**src/wide_tcdm_config.svh**
```systemverilog
`ifndef WIDE_TCDM_CONFIG_SVH
`define WIDE_TCDM_CONFIG_SVH

// number of word-interleaved memory banks
`define WT_NB_BANKS 8

// 32-bit words carried by one wide access
`define WT_NB_WORDS 4

// width of one bank word and of the byte address
`define WT_WORD_WIDTH 32
`define WT_ADDR_WIDTH 32

// log2 of the rows in each bank, 64 rows
`define WT_BANK_ROWS_LOG2 6

// request FIFO entries, 0 removes the FIFO
`define WT_FIFO_DEPTH 2

`endif

```
**src/wide_tcdm_pkg.sv**
```systemverilog
`default_nettype none

`include "wide_tcdm_config.svh"

package wide_tcdm_pkg;

  // one bank word and its byte enables
  typedef logic [`WT_WORD_WIDTH-1:0] word_t;
  typedef logic [`WT_WORD_WIDTH/8-1:0] word_be_t;

  // wide accelerator data and byte enables, all words side by side
  typedef logic [`WT_NB_WORDS*`WT_WORD_WIDTH-1:0] wide_data_t;
  typedef logic [`WT_NB_WORDS*`WT_WORD_WIDTH/8-1:0] wide_be_t;

  // accelerator byte address
  typedef logic [`WT_ADDR_WIDTH-1:0] byte_addr_t;

  // bank index, also used as rotation amount
  typedef logic [$clog2(`WT_NB_BANKS)-1:0] bank_sel_t;

  // row inside one bank
  typedef logic [`WT_BANK_ROWS_LOG2-1:0] bank_row_t;

  // occupancy of the request FIFO
  typedef enum logic [1:0] {
    EMPTY,
    PARTIAL,
    FULL
  } fifo_state_t;

endpackage

`default_nettype wire

```
**src/bank_if.sv**
```systemverilog
`timescale 1ns/1ps
`default_nettype none

// one 32-bit bank link, addressed by row
interface bank_if;

  logic                     req;
  // high means write
  logic                     wen;
  wide_tcdm_pkg::bank_row_t row;
  wide_tcdm_pkg::word_be_t  be;
  wide_tcdm_pkg::word_t     data;
  logic                     gnt;
  logic                     r_valid;
  wide_tcdm_pkg::word_t     r_data;

  modport initiator (
    output req,
    output wen,
    output row,
    output be,
    output data,
    input  gnt,
    input  r_valid,
    input  r_data
  );

  modport target (
    input  req,
    input  wen,
    input  row,
    input  be,
    input  data,
    output gnt,
    output r_valid,
    output r_data
  );

endinterface

`default_nettype wire

```
**src/tcdm_bank.sv**
```systemverilog
`timescale 1ns/1ps
`default_nettype none

`include "wide_tcdm_config.svh"

module tcdm_bank (
  input  logic    clk_i,
  input  logic    rst_ni,
  input  logic    busy_i,
  bank_if.target  port
);

  localparam int unsigned nb_rows = 1 << `WT_BANK_ROWS_LOG2;
  localparam int unsigned nb_lanes = $bits(wide_tcdm_pkg::word_be_t);

  wide_tcdm_pkg::word_t mem [nb_rows];
  wide_tcdm_pkg::word_t r_data_q;
  logic                 r_valid_q;
  logic                 accept;

  // another initiator holds the bank while busy
  assign port.gnt = ~busy_i;
  assign accept   = port.req & port.gnt;

  always_ff @(posedge clk_i) begin
    if (accept && port.wen) begin
      // byte lanes written only where enabled
      for (int b = 0; b < nb_lanes; b++) begin
        if (port.be[b]) begin
          mem[port.row][8*b +: 8] <= port.data[8*b +: 8];
        end
      end
    end
    if (accept && !port.wen) begin
      r_data_q <= mem[port.row];
    end
  end

  // read data valid exactly one cycle after acceptance
  always_ff @(posedge clk_i or negedge rst_ni) begin
    if (!rst_ni) begin
      r_valid_q <= 1'b0;
    end else begin
      r_valid_q <= accept & ~port.wen;
    end
  end

  assign port.r_valid = r_valid_q;
  assign port.r_data  = r_data_q;

endmodule

`default_nettype wire

```
**src/flat_wrapper.sv**
```systemverilog
// flat-port wrapper written by rule: the top's interface ports become plain ports
module tcdm_bank_flat 
  (clk_i, rst_ni, busy_i, port_req, port_wen, port_row, port_be, port_data, port_gnt, port_r_valid, port_r_data);
  bank_if port_i ();
  input  logic clk_i;
  input  logic rst_ni;
  input  logic busy_i;
  input wire logic [$bits(port_i.req)-1:0] port_req;
  input wire logic [$bits(port_i.wen)-1:0] port_wen;
  input wire logic [$bits(port_i.row)-1:0] port_row;
  input wire logic [$bits(port_i.be)-1:0] port_be;
  input wire logic [$bits(port_i.data)-1:0] port_data;
  output wire logic [$bits(port_i.gnt)-1:0] port_gnt;
  output wire logic [$bits(port_i.r_valid)-1:0] port_r_valid;
  output wire logic [$bits(port_i.r_data)-1:0] port_r_data;
  assign port_i.req = port_req;
  assign port_i.wen = port_wen;
  assign port_i.row = port_row;
  assign port_i.be = port_be;
  assign port_i.data = port_data;
  assign port_gnt = port_i.gnt;
  assign port_r_valid = port_i.r_valid;
  assign port_r_data = port_i.r_data;
  tcdm_bank u_core (.clk_i(clk_i), .rst_ni(rst_ni), .busy_i(busy_i), .port(port_i));
endmodule
```
**config.mk**
```make
export PLATFORM = sky130hd
export DESIGN_NAME = tcdm_bank_flat
export DESIGN_NICKNAME = d
export VERILOG_FILES = /design/src/wide_tcdm_pkg.sv /design/src/bank_if.sv /design/src/tcdm_bank.sv /design/src/flat_wrapper.sv
export VERILOG_INCLUDE_DIRS = /design/src /design/src/src
export SDC_FILE = /design/constraint.sdc
export NUM_CORES = 2
export LEC_CHECK = 0
export BUFFER_PORTS_ARGS = -buffer_cell sky130_fd_sc_hd__buf_2
export CAP_MARGIN = 20
export CORE_MARGIN = 4
export CORE_UTILIZATION = 45
export DETAILED_ROUTE_END_ITERATION = 8
export GPL_ROUTABILITY_DRIVEN = 0
export PLACE_DENSITY = 0.66
export SKIP_CTS_REPAIR_TIMING = 1
export SYNTH_ARGS = -nofsm -noshare
export SYNTH_HDL_FRONTEND = slang
export SYNTH_SLANG_ARGS = --single-unit
```
**constraint.sdc**
```tcl
create_clock -name clk_i -period 2 [get_ports clk_i]
set_clock_uncertainty 0.15 [all_clocks]
set_input_delay 0.1 -clock clk_i [delete_from_list [all_inputs] [get_ports clk_i]]
set_output_delay 0.1 -clock clk_i [all_outputs]
set_load 0.02 [all_outputs]
```
==> results.py <==
metrics = {
    "status": {
        "outcome": "finished, violations left",
        "violations": "setup timing",
    },
    "yosys": {
        "synth_area_mm2": 0.08058,
        "synth_edf_count": 2080,
        "ys_ff_latch": 2081,
        "postSynth.asyncResetShare_pct": 0.04805,
        "netlist_instances": 4802,
        "synthDistinctLibCells": 59,
        "ys_seq_area_share_pct": 77.54,
        "syn_nets": 4849,
        "yosys_warnings": 0,
        "synth_flop_cell": "edfxtp_1",
        "syn_area_per_cell_um2": 16.78,
    },
    "clock_tree": {
        "clockRootBuffer": "clkbuf_16",
        "cts.clk_slew.worst_paths_ps": 60,
        "clockBufferDepth": 3,
        "cts_made_buffers": 200,
        "clk_latency_ps": 850,
        "cts_tree": "yes",
        "cts.sink_count": 2081,
        "htreeDepth": 4,
    },
    "power": {
        "seqPwrFrac_pct": 53.5,
        "cellLeakagePower_uw": 0.03300,
        "peakVddDrop_mv": 0.9611,
        "switching_share_pct": 22.12,
        "combinationalPowerShare_pct": 6.7,
        "netSwitchingPower_uw": 19890,
        "clkPwrFrac_pct": 39.8,
        "pwr_density_cell_mw_per_mm2": 895.7,
        "power.internal_uw": 70020,
    },
    "grt": {
        "grt_pass1_vias": 49330,
        "antenna_found_initial": 23,
        "grt_use_total_pct": 26.64,
        "grt_pass1_wl_mm": 357.6,
        "grt-ovfl-total": 0,
        "grt_max_degree": 65,
    },
    "placed_design": {
        "place_area_mm2": 0.09253,
        "placedCellCount": 7752,
        "io_buffers": 80,
        "dp_hpwl_mm": 169.8,
    },
    "sta": {
        "holdWs_ps": 40.86,
        "hold_viol_final": 0,
        "final.setup.tns_ps": -5543,
        "fin_crit_sh_pct": 116.0,
        "setup_viol": 80,
        "maxSlewViolCount": 0,
        "relSlewSlack_pct": 15.32,
        "max_freq_mhz": 430.9,
        "period_needed_ps": 2321,
        "rsz0062_at_grt": "yes",
        "worstMarginPinSlew_ps": 1270,
        "setup_slack_ps": -320.8,
    },
    "route": {
        "wl_per_cell_um": 31.02,
        "routed_wirelength_mm": 253.2,
        "drt_first_pass_iters": 8,
        "first_iter_violations": 6487,
        "ant_nets": 0,
        "viasPerCell": 6.234,
        "drc": 0,
        "via_count": 50896,
    },
    "floorplan": {
        "die_h_um": 431.2,
        "die-area_mm2": 0.1859,
        "start_util_pct": 45.21,
        "fp.dieW_um": 431.2,
        "rows": 155,
        "io_pins": 81,
        "core_area_mm2": 0.1782,
    },
    "finish": {
        "final_common_cell": "edfxtp_1",
        "final_area_mm2": 0.1004,
        "fin_cells": 8164,
        "layout_common_cells": "2080 x edfxtp_1, 664 x buf_4, 285 x a221oi_1",
        "nets": 5696,
        "areaGrowthSynthToFinish_pct": 24.57,
        "drive_gt1_share_pct": 30.19,
    },
    "worst_setup_path": {
        "path_cells": "mux2_1 -> a22oi_2 -> o22ai_1 -> o21ai_1 -> buf_4 -> o211ai_1 -> or4_1",
        "worst_setup_path_start_kind": "flop",
        "slowest_delay_ps": 410,
        "crit_buf_inv": 1,
        "worst-r2r-setup-slack_ps": -320,
        "critPathTopFamily": "compound AO/OA/AOI/OAI gates",
        "path_max_fanout": 1,
        "crit_type": "flop to flop",
        "worst_ep_arrival_time_ps": 2750,
        "crit_cells": 7,
        "critPathSlowestCell": "or4_1",
        "crit_path_end_kind": "flop",
        "r2r.worst_path.cells": 7,
        "critPathRequiredTime_ps": 2430,
    },
    "run": {
        "drv_cap": 0,
    },
    "worst_hold_path": {
        "whs_path_depth": 2,
        "hp-class": "input port to flop",
    },
}
## power groups by stage
stage                     Combinational (uW)  Sequential (uW)  Clock [uW]
after floorplan                         2350            49100           0
after global placement                  5440            49100           0
after detailed placement                5510            49100           0
after CTS                               5540            48100       36100
after global routing                    6250            48100       38100
final                                   6000            48100       35800
## sequential cells by signal, indices dropped and copies added (netlist names)
register,flops
u_core.mem,2048
u_core.port.r_valid,1
u_core.port.r_data,32
## per-layer routing
metal	GRT usage (%)	vias up	part of all wire [%]
met2	41.22	3148	46
met5	0	-	0.024
met1	35.98	25919	38
li1	-	21246	-
met4	12.79	10	5.4
met3	6.012	573	11
## area by class of cell
| type | instances | area, um2 |
|---|---|---|
| clock inverter | 103 | 838.3 |
| timing repair buffer | 1012 | 10380 |
| sequential | 2081 | 62480 |
| inverter | 4 | 20.02 |
| clock buffer | 254 | 5271 |
| multi-input combinational | 2350 | 18430 |
| antenna | 5 | 12.51 |
| tap | 2355 | 2947 |
| fill | 13435 | 77840 |
## cell families after synthesis
logic type / after synthesis / synth area share (%)
multiplexers: 378 / 5.292
buffers and inverters: 371 / 2.099
flip-flops: 2081 / 77.54
AO/OA/AOI/OAI: 1186 / 10.65
AND/OR/NAND/NOR: 786 / 4.417
## worst paths after layout
path,start,endpoint
setup / recovery,u_core.mem[29][24],u_core.port.r_data[24]
hold / removal,port_data[3],u_core.mem[37][3]
setup reg to reg,u_core.mem[29][24],u_core.port.r_data[24]
hold reg to reg,u_core.mem[61][4],u_core.port.r_data[4]
max in group asynchronous,rst_ni,u_core.port.r_valid
min in group asynchronous,rst_ni,u_core.port.r_valid
## stage by stage
stage	power [uW]	util, %	setup WS (ps)
after CTS	89730	55.35	-408.0
after floorplan	51400	-	-254.1
final	89910	56.32	-320.8
after detailed placement	54570	51.92	-843.7
after global placement	54490	51.92	-806.6
after global routing	92480	56.32	-338.5
## synthesized netlist by cell type, drive strengths merged, types with 12 or more instances
cell | n | area [um2]
mux2 | 174 | 1959
o211ai | 14 | 105.1
nor2 | 422 | 1587
a22oi | 211 | 1584
clkbuf | 179 | 671.9
o311ai | 13 | 113.9
a22o | 43 | 376.6
nand2 | 157 | 589.3
a221oi | 375 | 3341
o22ai | 80 | 500.5
a21o | 13 | 97.59
nor3 | 47 | 240.2
nor3b | 16 | 125.1
nand3 | 12 | 60.06
a21oi | 196 | 980.9
a211oi | 17 | 127.6
nand4b | 13 | 113.9
mux2i | 183 | 1832
o21ai | 162 | 810.8
buf | 188 | 1005
and3 | 30 | 187.7
mux4 | 21 | 473.0
nand3b | 27 | 202.7
and4 | 13 | 113.9
a31oi | 16 | 100.1
edfxtp | 2080 | 62460
a221o | 30 | 300.3
or4 | 16 | 120.1
Power figures use the tool's default switching activity.
